### src/design/irq_settings.svh
// Shared constants of the interrupt and sleep unit.
// Included by the package, the RTL and the testbench. Change values here only.

`ifndef IRQ_SETTINGS_SVH
`define IRQ_SETTINGS_SVH

// Interrupt lines
`define IRQ_NUM 32
`define IRQ_VALID_MASK 32'hffff_0888
`define IRQ_ID_W 5

// WFI decode and sleep entry
`define WFI_INSTR 32'h10500073
`define SLEEP_ENTRY_DELAY 2

// CSR word offsets on the Wishbone port
`define CSR_MIP_OFS 0
`define CSR_MIE_OFS 1
`define CSR_MSTATUS_OFS 2

// mstatus bit positions
`define MSTATUS_MIE_BIT 3
`define MSTATUS_TW_BIT 21

// Bus widths
`define WB_ADR_W 2
`define OUTSTANDING_W 2

`endif

### src/design/irq_pkg.sv
// Types shared by the interrupt and sleep unit.
// Modules refer to these by scoped name, e.g. irq_pkg::wb_req_t.

`include "irq_settings.svh"

package irq_pkg;

  // Privilege levels seen by the unit
  typedef enum logic [1:0] {
    PRIV_LVL_U = 2'b00,
    PRIV_LVL_M = 2'b11
  } priv_lvl_e;

  // --------------------
  // Wishbone classic
  // --------------------
  typedef struct packed {
    logic                  cyc;
    logic                  stb;
    logic                  we;
    logic [`WB_ADR_W-1:0]  adr;
    logic [31:0]           dat;
  } wb_req_t;

  typedef struct packed {
    logic        ack;
    logic [31:0] dat;
  } wb_rsp_t;

  // --------------------
  // Core side
  // --------------------
  typedef struct packed {
    logic [`IRQ_NUM-1:0] mip;
    logic [`IRQ_NUM-1:0] mie;
    logic                mstatus_mie;
    logic                mstatus_tw;
  } csr_state_t;

  typedef struct packed {
    logic        valid;
    logic [31:0] rdata;
    logic        err;
    logic        kill;
  } wb_stage_t;

  typedef struct packed {
    logic [`OUTSTANDING_W-1:0] instr_outstanding;
    logic [`OUTSTANDING_W-1:0] data_outstanding;
    logic                      instr_req;
    logic                      data_req;
  } bus_status_t;

  typedef struct packed {
    logic                 ack;
    logic [`IRQ_ID_W-1:0] id;
  } irq_ack_t;

endpackage

### src/design/irq_arbiter.sv
// Fixed-priority interrupt arbiter.
// Order is 31 down to 16, then 11, 3 and 7. Issues a registered one-cycle
// acknowledge with the winning id, once per winner.

`include "irq_settings.svh"

module irq_arbiter (
  input  logic                 clk_i,
  input  logic                 rst_ni,
  input  irq_pkg::csr_state_t  csr_i,
  input  irq_pkg::priv_lvl_e   priv_lvl_i,
  output irq_pkg::irq_ack_t    irq_ack_o
);

  logic [`IRQ_NUM-1:0]  pending;
  logic                 win_valid;
  logic [`IRQ_ID_W-1:0] win_id;
  logic                 global_en;
  logic                 ack_q;
  logic [`IRQ_ID_W-1:0] id_q;
  logic                 last_valid_q;
  logic [`IRQ_ID_W-1:0] last_id_q;
  logic                 fire;

  assign pending = csr_i.mip & csr_i.mie;

  // --------------------
  // Priority select
  // --------------------
  // Later assignments override earlier ones, so lowest priority goes first
  always_comb begin
    win_valid = 1'b0;
    win_id    = '0;
    if (pending[7]) begin
      win_valid = 1'b1;
      win_id    = `IRQ_ID_W'(7);
    end
    if (pending[3]) begin
      win_valid = 1'b1;
      win_id    = `IRQ_ID_W'(3);
    end
    if (pending[11]) begin
      win_valid = 1'b1;
      win_id    = `IRQ_ID_W'(11);
    end
    for (int i = 16; i < `IRQ_NUM; i++) begin
      if (pending[i]) begin
        win_valid = 1'b1;
        win_id    = `IRQ_ID_W'(i);
      end
    end
  end

  // U mode always takes machine interrupts
  assign global_en = ((priv_lvl_i == irq_pkg::PRIV_LVL_M) && csr_i.mstatus_mie) ||
                     (priv_lvl_i == irq_pkg::PRIV_LVL_U);

  // New winner only, and never two acks back to back
  assign fire = win_valid && global_en && !ack_q &&
                !(last_valid_q && (last_id_q == win_id));

  // --------------------
  // Ack and winner history
  // --------------------
  always_ff @(posedge clk_i or negedge rst_ni) begin
    if (!rst_ni) begin
      ack_q        <= 1'b0;
      id_q         <= '0;
      last_valid_q <= 1'b0;
      last_id_q    <= '0;
    end else begin
      ack_q <= fire;
      if (fire) begin
        id_q         <= win_id;
        last_valid_q <= 1'b1;
        last_id_q    <= win_id;
      end else if (!win_valid) begin
        last_valid_q <= 1'b0;
      end
    end
  end

  assign irq_ack_o.ack = ack_q;
  assign irq_ack_o.id  = id_q;

endmodule

### src/design/irq_csr_regs.sv
// Interrupt CSR block behind a Wishbone classic slave.
// Holds the registered mip, the mie enables and the mstatus MIE/TW bits.
// Every access is acked one cycle after the strobe and the slave never stalls.

`include "irq_settings.svh"

module irq_csr_regs (
  input  logic                  clk_i,
  input  logic                  rst_ni,
  input  logic [`IRQ_NUM-1:0]   irq_i,
  input  irq_pkg::wb_req_t      wb_req_i,
  output irq_pkg::wb_rsp_t      wb_rsp_o,
  output irq_pkg::csr_state_t   csr_o
);

  logic [`IRQ_NUM-1:0] mip_q;
  logic [`IRQ_NUM-1:0] mie_q;
  logic                mstatus_mie_q;
  logic                mstatus_tw_q;
  logic                ack_q;
  logic [31:0]         rdata_q;
  logic                access;
  logic [31:0]         rdata_d;

  // New access seen while no ack is out
  assign access = wb_req_i.cyc && wb_req_i.stb && !ack_q;

  // --------------------
  // Read mux
  // --------------------
  always_comb begin
    rdata_d = '0;
    case (wb_req_i.adr)
      `WB_ADR_W'(`CSR_MIP_OFS): rdata_d = mip_q;
      `WB_ADR_W'(`CSR_MIE_OFS): rdata_d = mie_q;
      `WB_ADR_W'(`CSR_MSTATUS_OFS): begin
        rdata_d[`MSTATUS_MIE_BIT] = mstatus_mie_q;
        rdata_d[`MSTATUS_TW_BIT]  = mstatus_tw_q;
      end
      default: rdata_d = '0;
    endcase
  end

  // --------------------
  // Registers
  // --------------------
  always_ff @(posedge clk_i or negedge rst_ni) begin
    if (!rst_ni) begin
      mip_q         <= '0;
      mie_q         <= '0;
      mstatus_mie_q <= 1'b0;
      mstatus_tw_q  <= 1'b0;
      ack_q         <= 1'b0;
    end else begin
      // mip follows the lines one cycle late and reserved lines never show
      mip_q <= irq_i & `IRQ_VALID_MASK;
      ack_q <= access;
      if (access && wb_req_i.we) begin
        if (wb_req_i.adr == `WB_ADR_W'(`CSR_MIE_OFS)) begin
          mie_q <= wb_req_i.dat & `IRQ_VALID_MASK;
        end
        if (wb_req_i.adr == `WB_ADR_W'(`CSR_MSTATUS_OFS)) begin
          mstatus_mie_q <= wb_req_i.dat[`MSTATUS_MIE_BIT];
          mstatus_tw_q  <= wb_req_i.dat[`MSTATUS_TW_BIT];
        end
      end
    end
  end

  // Read data goes out together with ack
  always_ff @(posedge clk_i) begin
    if (access) begin
      rdata_q <= rdata_d;
    end
  end

  assign wb_rsp_o.ack = ack_q;
  assign wb_rsp_o.dat = rdata_q;

  assign csr_o.mip         = mip_q;
  assign csr_o.mie         = mie_q;
  assign csr_o.mstatus_mie = mstatus_mie_q;
  assign csr_o.mstatus_tw  = mstatus_tw_q;

endmodule

### src/design/irq_sleep_unit.sv
// Top level of the interrupt and sleep unit.
// Ties the CSR block, the arbiter, the WFI detector and the sleep
// controller together and exposes the core-facing ports.

`include "irq_settings.svh"

module irq_sleep_unit (
  input  logic                  clk_i,
  input  logic                  rst_ni,
  input  logic [`IRQ_NUM-1:0]   irq_i,
  input  irq_pkg::priv_lvl_e    priv_lvl_i,
  input  irq_pkg::wb_req_t      wb_req_i,
  output irq_pkg::wb_rsp_t      wb_rsp_o,
  input  irq_pkg::wb_stage_t    wb_stage_i,
  input  irq_pkg::bus_status_t  bus_i,
  input  logic                  debug_req_i,
  output logic                  irq_ack_o,
  output logic [`IRQ_ID_W-1:0]  irq_id_o,
  output logic                  core_sleep_o,
  output logic                  wfi_retire_o
);

  irq_pkg::csr_state_t csr;
  irq_pkg::irq_ack_t   irq_ack;
  logic                in_wb;
  logic [1:0]          age;

  irq_csr_regs csr_regs_i (
    .clk_i    (clk_i),
    .rst_ni   (rst_ni),
    .irq_i    (irq_i),
    .wb_req_i (wb_req_i),
    .wb_rsp_o (wb_rsp_o),
    .csr_o    (csr)
  );

  irq_arbiter arbiter_i (
    .clk_i      (clk_i),
    .rst_ni     (rst_ni),
    .csr_i      (csr),
    .priv_lvl_i (priv_lvl_i),
    .irq_ack_o  (irq_ack)
  );

  wfi_detector wfi_detector_i (
    .clk_i      (clk_i),
    .rst_ni     (rst_ni),
    .wb_stage_i (wb_stage_i),
    .priv_lvl_i (priv_lvl_i),
    .csr_i      (csr),
    .in_wb_o    (in_wb),
    .age_o      (age)
  );

  sleep_controller sleep_controller_i (
    .clk_i        (clk_i),
    .rst_ni       (rst_ni),
    .irq_i        (irq_i),
    .csr_i        (csr),
    .debug_req_i  (debug_req_i),
    .bus_i        (bus_i),
    .in_wb_i      (in_wb),
    .age_i        (age),
    .core_sleep_o (core_sleep_o),
    .wfi_retire_o (wfi_retire_o)
  );

  assign irq_ack_o = irq_ack.ack;
  assign irq_id_o  = irq_ack.id;

endmodule

### src/design/sleep_controller.sv
// Sleep state for a WFI sitting in writeback.
// Enters sleep once the WFI is old enough and the buses are idle, leaves on
// a pending enabled interrupt or a debug request, and retires the WFI then.

`include "irq_settings.svh"

module sleep_controller (
  input  logic                 clk_i,
  input  logic                 rst_ni,
  input  logic [`IRQ_NUM-1:0]  irq_i,
  input  irq_pkg::csr_state_t  csr_i,
  input  logic                 debug_req_i,
  input  irq_pkg::bus_status_t bus_i,
  input  logic                 in_wb_i,
  input  logic [1:0]           age_i,
  output logic                 core_sleep_o,
  output logic                 wfi_retire_o
);

  logic [`IRQ_NUM-1:0]       irq_q;
  logic [`OUTSTANDING_W-1:0] instr_out_q;
  logic [`OUTSTANDING_W-1:0] data_out_q;
  logic                      blocked;
  logic                      wake;
  logic                      sleep_q;

  // --------------------
  // Conditions
  // --------------------
  // Outstanding counts also block for one cycle after they drain
  assign blocked = (|bus_i.instr_outstanding) || (|instr_out_q) ||
                   (|bus_i.data_outstanding) || (|data_out_q) ||
                   bus_i.instr_req || bus_i.data_req;

  assign wake = (|(irq_q & csr_i.mie)) || debug_req_i;

  // --------------------
  // State
  // --------------------
  always_ff @(posedge clk_i or negedge rst_ni) begin
    if (!rst_ni) begin
      irq_q       <= '0;
      instr_out_q <= '0;
      data_out_q  <= '0;
      sleep_q     <= 1'b0;
    end else begin
      irq_q       <= irq_i;
      instr_out_q <= bus_i.instr_outstanding;
      data_out_q  <= bus_i.data_outstanding;
      if (!in_wb_i || blocked || wake) begin
        sleep_q <= 1'b0;
      end else if (age_i >= 2'(`SLEEP_ENTRY_DELAY)) begin
        sleep_q <= 1'b1;
      end
    end
  end

  assign core_sleep_o = sleep_q;

  // WFI cannot retire in its first writeback cycle
  assign wfi_retire_o = in_wb_i && (age_i >= 2'd1) && wake;

endmodule

### src/design/wfi_detector.sv
// WFI detection in the writeback stage.
// Flags a legal, not invalidated WFI and reports how many cycles it has
// already spent there, saturating at 3.

`include "irq_settings.svh"

module wfi_detector (
  input  logic                 clk_i,
  input  logic                 rst_ni,
  input  irq_pkg::wb_stage_t   wb_stage_i,
  input  irq_pkg::priv_lvl_e   priv_lvl_i,
  input  irq_pkg::csr_state_t  csr_i,
  output logic                 in_wb_o,
  output logic [1:0]           age_o
);

  logic       trapped;
  logic       in_wb;
  logic [1:0] age_q;

  // TW turns WFI into an illegal instruction in U mode
  assign trapped = (priv_lvl_i == irq_pkg::PRIV_LVL_U) && csr_i.mstatus_tw;

  assign in_wb = wb_stage_i.valid &&
                 (wb_stage_i.rdata == `WFI_INSTR) &&
                 !wb_stage_i.err &&
                 !wb_stage_i.kill &&
                 !trapped;

  // --------------------
  // Age counter
  // --------------------
  // Zero in the first cycle, then counts while the WFI stays put
  always_ff @(posedge clk_i or negedge rst_ni) begin
    if (!rst_ni) begin
      age_q <= '0;
    end else if (!in_wb) begin
      age_q <= '0;
    end else if (age_q != 2'd3) begin
      age_q <= age_q + 2'd1;
    end
  end

  assign in_wb_o = in_wb;
  assign age_o   = in_wb ? age_q : 2'd0;

endmodule

### config.mk
export PLATFORM = sky130hd
export DESIGN_NAME = irq_sleep_unit
export DESIGN_NICKNAME = d
export VERILOG_FILES = /design/src/design/irq_pkg.sv /design/src/design/irq_arbiter.sv /design/src/design/irq_csr_regs.sv /design/src/design/irq_sleep_unit.sv /design/src/design/sleep_controller.sv /design/src/design/wfi_detector.sv
export VERILOG_INCLUDE_DIRS = /design/src /design/src/design
export SDC_FILE = /design/constraint.sdc
export NUM_CORES = 1
export LEC_CHECK = 0
export BUFFER_PORTS_ARGS = -buffer_cell sky130_fd_sc_hd__clkbuf_2
export CORE_ASPECT_RATIO = 1.4
export CORE_MARGIN = 2
export CORE_UTILIZATION = 40
export CTS_CLUSTER_DIAMETER = 100
export DETAILED_ROUTE_END_ITERATION = 7
export GPL_ROUTABILITY_DRIVEN = 1
export PLACE_DENSITY = 0.73
export SYNTH_ARGS = -nofsm -noshare
export SYNTH_HDL_FRONTEND = slang
export SYNTH_SLANG_ARGS = --single-unit
### constraint.sdc
create_clock -name clk_i -period 2.67 [get_ports clk_i]
set_input_delay 0.6675 -clock clk_i [delete_from_list [all_inputs] [get_ports clk_i]]
set_output_delay 0.6675 -clock clk_i [all_outputs]
set_load 0.03 [all_outputs]
Yosys cells after proc, flatten, opt, wreduce, memory -nomap -nowiden
Index checks and enable logic that the tools add are counted.

Add/sub/neg operators: 1. Multiply operators: 0. Divide/modulo/power cells: 0. $lt $le $gt $ge: 2. Equality and inequality tests: 8. Shifts and indexed selects: 0. Muxes and demuxes: 49. Bitwise gates (word level): 2. Reductions and logical operators: 41.

Operators with widths (number): $mux 5 (16); $and 32x32->32 (2); $pmux 17 s2 (1); $eq 32x29->1 const B (1); $reduce_or 32->1 (1); $mux 1 (23); $pmux 10 s2 (1); $logic_and 1x1->1 (15); $logic_or 1x1->1 (9); $reduce_or 2->1 (4); $logic_not 1->1 (7); $mux 2 (3); $mux 3 (2); $ne 2x2->1 const B (3); $pmux 1 s3 (2); $eq 5x5->1 (1); $eq 2x2->1 const B (2); $logic_not 2->1 (2); $mux 4 (1); $reduce_and 2->1 (2); $add 2x1->2 const B (1); $eq 2x1->1 const B (1); $ge 2x1->1 const B (1); $ge 2x2->1 const B (1); $reduce_bool 2->1 (1).

Bits in registers: 116. Latch bits: 0. Bits in writable memories: 0. ROM bits: 0. Input bits: 115. Output and inout bits: 41. Word-level logic and storage cells: 117. Memories kept: 0.

Longest topological paths before layout
Depth after elaboration: 25. Depth in mapped cells: 7. Mapped depth without buffers: 7.

Modules after synthesis
From an unflattened synthesis, not the netlist that was laid out.

Cells, all modules: 351. Area total of the unflattened synthesis: 4631.9 sq um.

Modules (own cells, without submodules): irq_csr_regs (instances 1, cells each 176, area an instance 2568.7 sq um, seq. area each 1596.5 sq um); sleep_controller (instances 1, cells each 65, area an instance 1162.4 sq um, seq. area each 925.9 sq um); irq_arbiter (instances 1, cells each 85, area an instance 694.4 sq um, seq. area each 175.2 sq um); wfi_detector (instances 1, cells each 25, area an instance 206.4 sq um, seq. area each 50.0 sq um).

Least setup slack after synthesis
OpenSTA, ideal clock, no wires.

Kind: input port to flip-flop. Start point: in wb_req_i[36] (netlist name). End point: reg csr_regs_i.mie_q[11]. Data arrival time: 2.928 ns. Required time: 2.545 ns. Setup slack: -0.383 ns. Stages on the path: 6. Path buffers: 2. Cell sequence: nand2_1 -> nor2_1 -> and3_1 -> clkbuf_1 -> clkbuf_1 -> mux2_2.

Longest elaborated chain between the ends: 4.

RTL lines: start, declared (line irq_sleep_unit.sv:12) `input irq_pkg::wb_req_t wb_req_i,`; $logic_and 1x1->1 (2 in series) (line irq_csr_regs.sv:26) `assign access = wb_req_i.cyc && wb_req_i.stb && !ack_q;`; net csr_regs_i.access (line irq_csr_regs.sv:22) `logic access;`; $logic_and 1x1->1 (line irq_csr_regs.sv:58) `if (access && wb_req_i.we) begin`; $reduce_and 2->1 (no line); end signal, assigned (line irq_csr_regs.sv:60) `` mie_q <= wb_req_i.dat & `IRQ_VALID_MASK; ``; end, declared (line irq_csr_regs.sv:17) `` logic [`IRQ_NUM-1:0] mie_q; ``.

The timed path passes the listed nets, and every way through them passes these cells. A chain may end at the register's enable or synchronous reset.

Worst setup path after layout
Start point: reg csr_regs_i.mie_q[7]. End point: out wfi_retire_o.

Longest elaborated chain between the ends: 4.

RTL lines: $and 32x32->32 (line sleep_controller.sv:35) `assign wake = (|(irq_q & csr_i.mie)) || debug_req_i;`; $reduce_or 32->1 (line sleep_controller.sv:35); $logic_or 1x1->1 (line sleep_controller.sv:35); $logic_and 1x1->1 (line sleep_controller.sv:61) `assign wfi_retire_o = in_wb_i && (age_i >= 2'd1) && wake;`; end, declared (line irq_sleep_unit.sv:20) `output logic wfi_retire_o`.

No other way between the ends.

==> results.yml <==
run_status:
  status: "finished, final reports clean"
setup_path:
  max_stage_delay_ns: 0.55
  start_kind: "flip-flop"
  crit_fanout: 4
  cp-end-kind: "output port"
  cp.arrival_ns: 1.92
  cp_common_cell: "buf_4"
  criticalPathCategory: "flip-flop to output port"
  crit_chain: "a222oi_1 -> buf_4 -> nand2_1 -> nor2_1 -> nor3_2 -> buf_4"
  cp_slowest_cell: "a222oi_1"
  worstRegToRegCells: 7
  required_ns: 2.00
timing:
  fin_crit_sh_pct: 96.9
  setup_viol_count_final: 0
  hold_violations: 0
  finClkSkew_ns: 0.00469
  fin_ws_ns: 0.0833
  period_minus_slack_ns: 2.59
  slew_viol_final: 0
  rsz0062_at_grt: "no"
  worst_pin_slew_ns: 0.604
  setup_tns_ns: 0
  relSlewSlack_pct: 59.7
  fmax_mhz: 387
route:
  avgRoutedWirePerCell_um: 15.0
  drtAntennaViolNets: 0
  vias_per_cell: 5.12
  routed_wl_um: 7650
  via_count: 2604
  drcViolationCount: 0
  drt_pass1_iterations: 4
  drt_iter0_markers: 89
floorplan:
  die_w_um: 82.1
  fp.coreArea_um2: 8250
  start_util_pct: 41.4
  dieArea_um2: 9310
  die_y_um: 113
  pin_count: 156
  num_rows: 39
synthesis:
  synth_edf_count: 19
  syn-cell-area_um2: 3420
  synth_top_family_by_area: "multiplexers"
  ys_seq_area_share_pct: 57.0
  ys_types: 51
  syn_inst: 270
  synthMuxAreaShare_pct: 13.8
  avgSynthCellArea_um2: 12.7
  ys_seq_elements: 74
  synth_fa_ha_area_share_pct: 0.366
  synth_xor_xnor_area_share_pct: 0.732
  synth_compound_area_share_pct: 11.5
  yosys_warnings: 0
  synthTopCellsByArea: "dfrtp_1 (40%), edfxtp_1 (17%), mux2_2 (6.9%)"
  yosys.area.top_type: "dfrtp_1"
  synthArstFlopShare_pct: 74.3
  synthSimpleGateAreaFrac_pct: 12.6
  synth.top_cell.area_share_pct: 40.3
  synth-main-ff-cell: "dfrtp_1"
placement:
  detailedPlace.worstSlack_ns: 0.00875
  place_inst: 491
  place.detailed.hpwl_um: 5990
  numPortBuffers: 116
  place.gp.congestion: 0.768
power_and_ir_drop:
  power.density_nw_per_um2: 793
  irDropWorstVdd_mv: 0.458
  power.total_mw: 3.56
  p_leak_nw: 2.15
clock_tree:
  cts_buffer_depth: 2
  cts.sinks: 74
  cts_tree: "done"
  numCtsBuffers: 9
  h-tree-depth: 3
  clkTransAtPathRegs_ns: 0.06
  clk_latency_ns: 0.33
  cts-root-buf: "clkbuf_16"
final_layout:
  final.fill_count: 707
  diodes: 0
  syn_to_final_growth_pct: 31.2
  layout_common_cells: "clkbuf_2 (115), dfrtp_1 (55), nor2_1 (28)"
  mostFrequentLayoutCell: "clkbuf_2"
  drive_gt1_share_pct: 44.7
  stdcell_count: 509
  nets: 518
  multi_input_area_um2: 1410
  seq_area_um2: 1950
global_route:
  grt_start_max_net_pins: 47
  grt_util_all_layers_pct: 17.6
  grt_first_pass_wirelength_um: 12100
  antenna_found_initial: 0
  grt-ovfl-total: 0
  grt_pass1_vias: 2597
worst_hold_path:
  hold_class: "input pin to async pin"
run:
  cap_violations: 0
cell type report:
cell class	count	share of cell area (%)
Inverter	1	0.0837
Timing Repair Buffer	129	15.5
Clock inverter	1	0.112
Clock buffer	15	6.67
Multi-Input combinational cell	187	31.4
Tap cell	102	2.85
Sequential cell	74	43.4
path summary, 6_finish.rpt:
path	from	to	slack, ns
setup / recovery	csr_regs_i.mie_q[7]	wfi_retire_o	0.08
hold reg to reg	arbiter_i.last_valid_q	arbiter_i.last_valid_q	0.48
setup reg to reg	csr_regs_i.mie_q[7]	arbiter_i.id_q[3]	0.25
hold / removal	rst_ni	arbiter_i.last_valid_q	0.19
min in group clk_i	irq_i[7]	sleep_controller_i.irq_q[7]	0.44
max in group asynchronous	rst_ni	csr_regs_i.ack_q	1.60
cells by family (layout without fill, tap and decap cells):
family | count (synthesis) | in the layout
AND/OR/NAND/NOR | 85 | 85
flip-flops | 74 | 74
AO/OA/AOI/OAI | 42 | 42
other | 1 | 13
XOR/XNOR | 2 | 2
adder cells (fa/ha/maj) | 1 | 1
buffers and inverters | 21 | 146
multiplexers | 44 | 44
power breakdown:
part,switching (mW),leakage [nW],internal (mW)
combinational,0.478,1.15,0.393
sequential,0.177,0.843,1.33
clock,0.419,0.151,0.760
total,1.07,2.15,2.48
cell usage after synthesis (2+ instances only):
cell	count
mux2i_1	22
nand4_1	4
nand3_1	3
nand2_1	24
o2111ai_1	2
nor4_1	6
nor4b_1	4
a22oi_4	4
mux2_2	21
a22o_1	2
nor2_1	29
edfxtp_1	19
nor3_1	4
a22oi_2	3
a32o_1	3
clkbuf_1	5
o21ai_0	6
a21oi_1	7
a22oi_1	3
buf_4	14
dfrtp_1	55
per-layer routing:
layer	share of wire, %	up-vias	GRT usage [%]
met4	1.7	0	7.00
li1	-	1242	-
met5	0	-	0
met3	6.3	9	4.39
met2	55	102	32.2
met1	37	1251	18.8
through the flow:
stage | hold slack, ns | utilization (%) | instance area (um2)
3_5_place_dp | 0.469 | 50.3 | 4150
6_report | 0.194 | 54.4 | 4480
2_1_floorplan | 0.372 | - | 3470
4_1_cts | 0.191 | 54.0 | 4450
3_3_place_gp | 0.465 | 50.3 | 4150
5_1_grt | 0.197 | 54.4 | 4480
flip-flops by register name (all words and copies together), names as in the netlist, 2 cells and up:
name,count
sleep_controller_i.instr_out_q,2
sleep_controller_i.irq_q,18
arbiter_i.id_q,5
csr_regs_i.mie_q,19
wfi_detector_i.age_q,2
sleep_controller_i.data_out_q,2
csr_regs_i.rdata_q,19
critical path, delay by kind of cell, from the launching register on:
family | cells | cell delay (ns)
compound gates | 1 | 0.55
flops | 1 | 0.41
buf+inv | 2 | 0.38
simple gates | 3 | 0.26
repair_timing:
item / CTS / global route
resized for setup: 0 / 5
hold buffers: 0 / 0
setup buffers: 0 / 2
endpoints found under the hold margin: 0 / 0
endpoints found under the setup margin: 0 / 1
(Power assumes the default switching activity.)
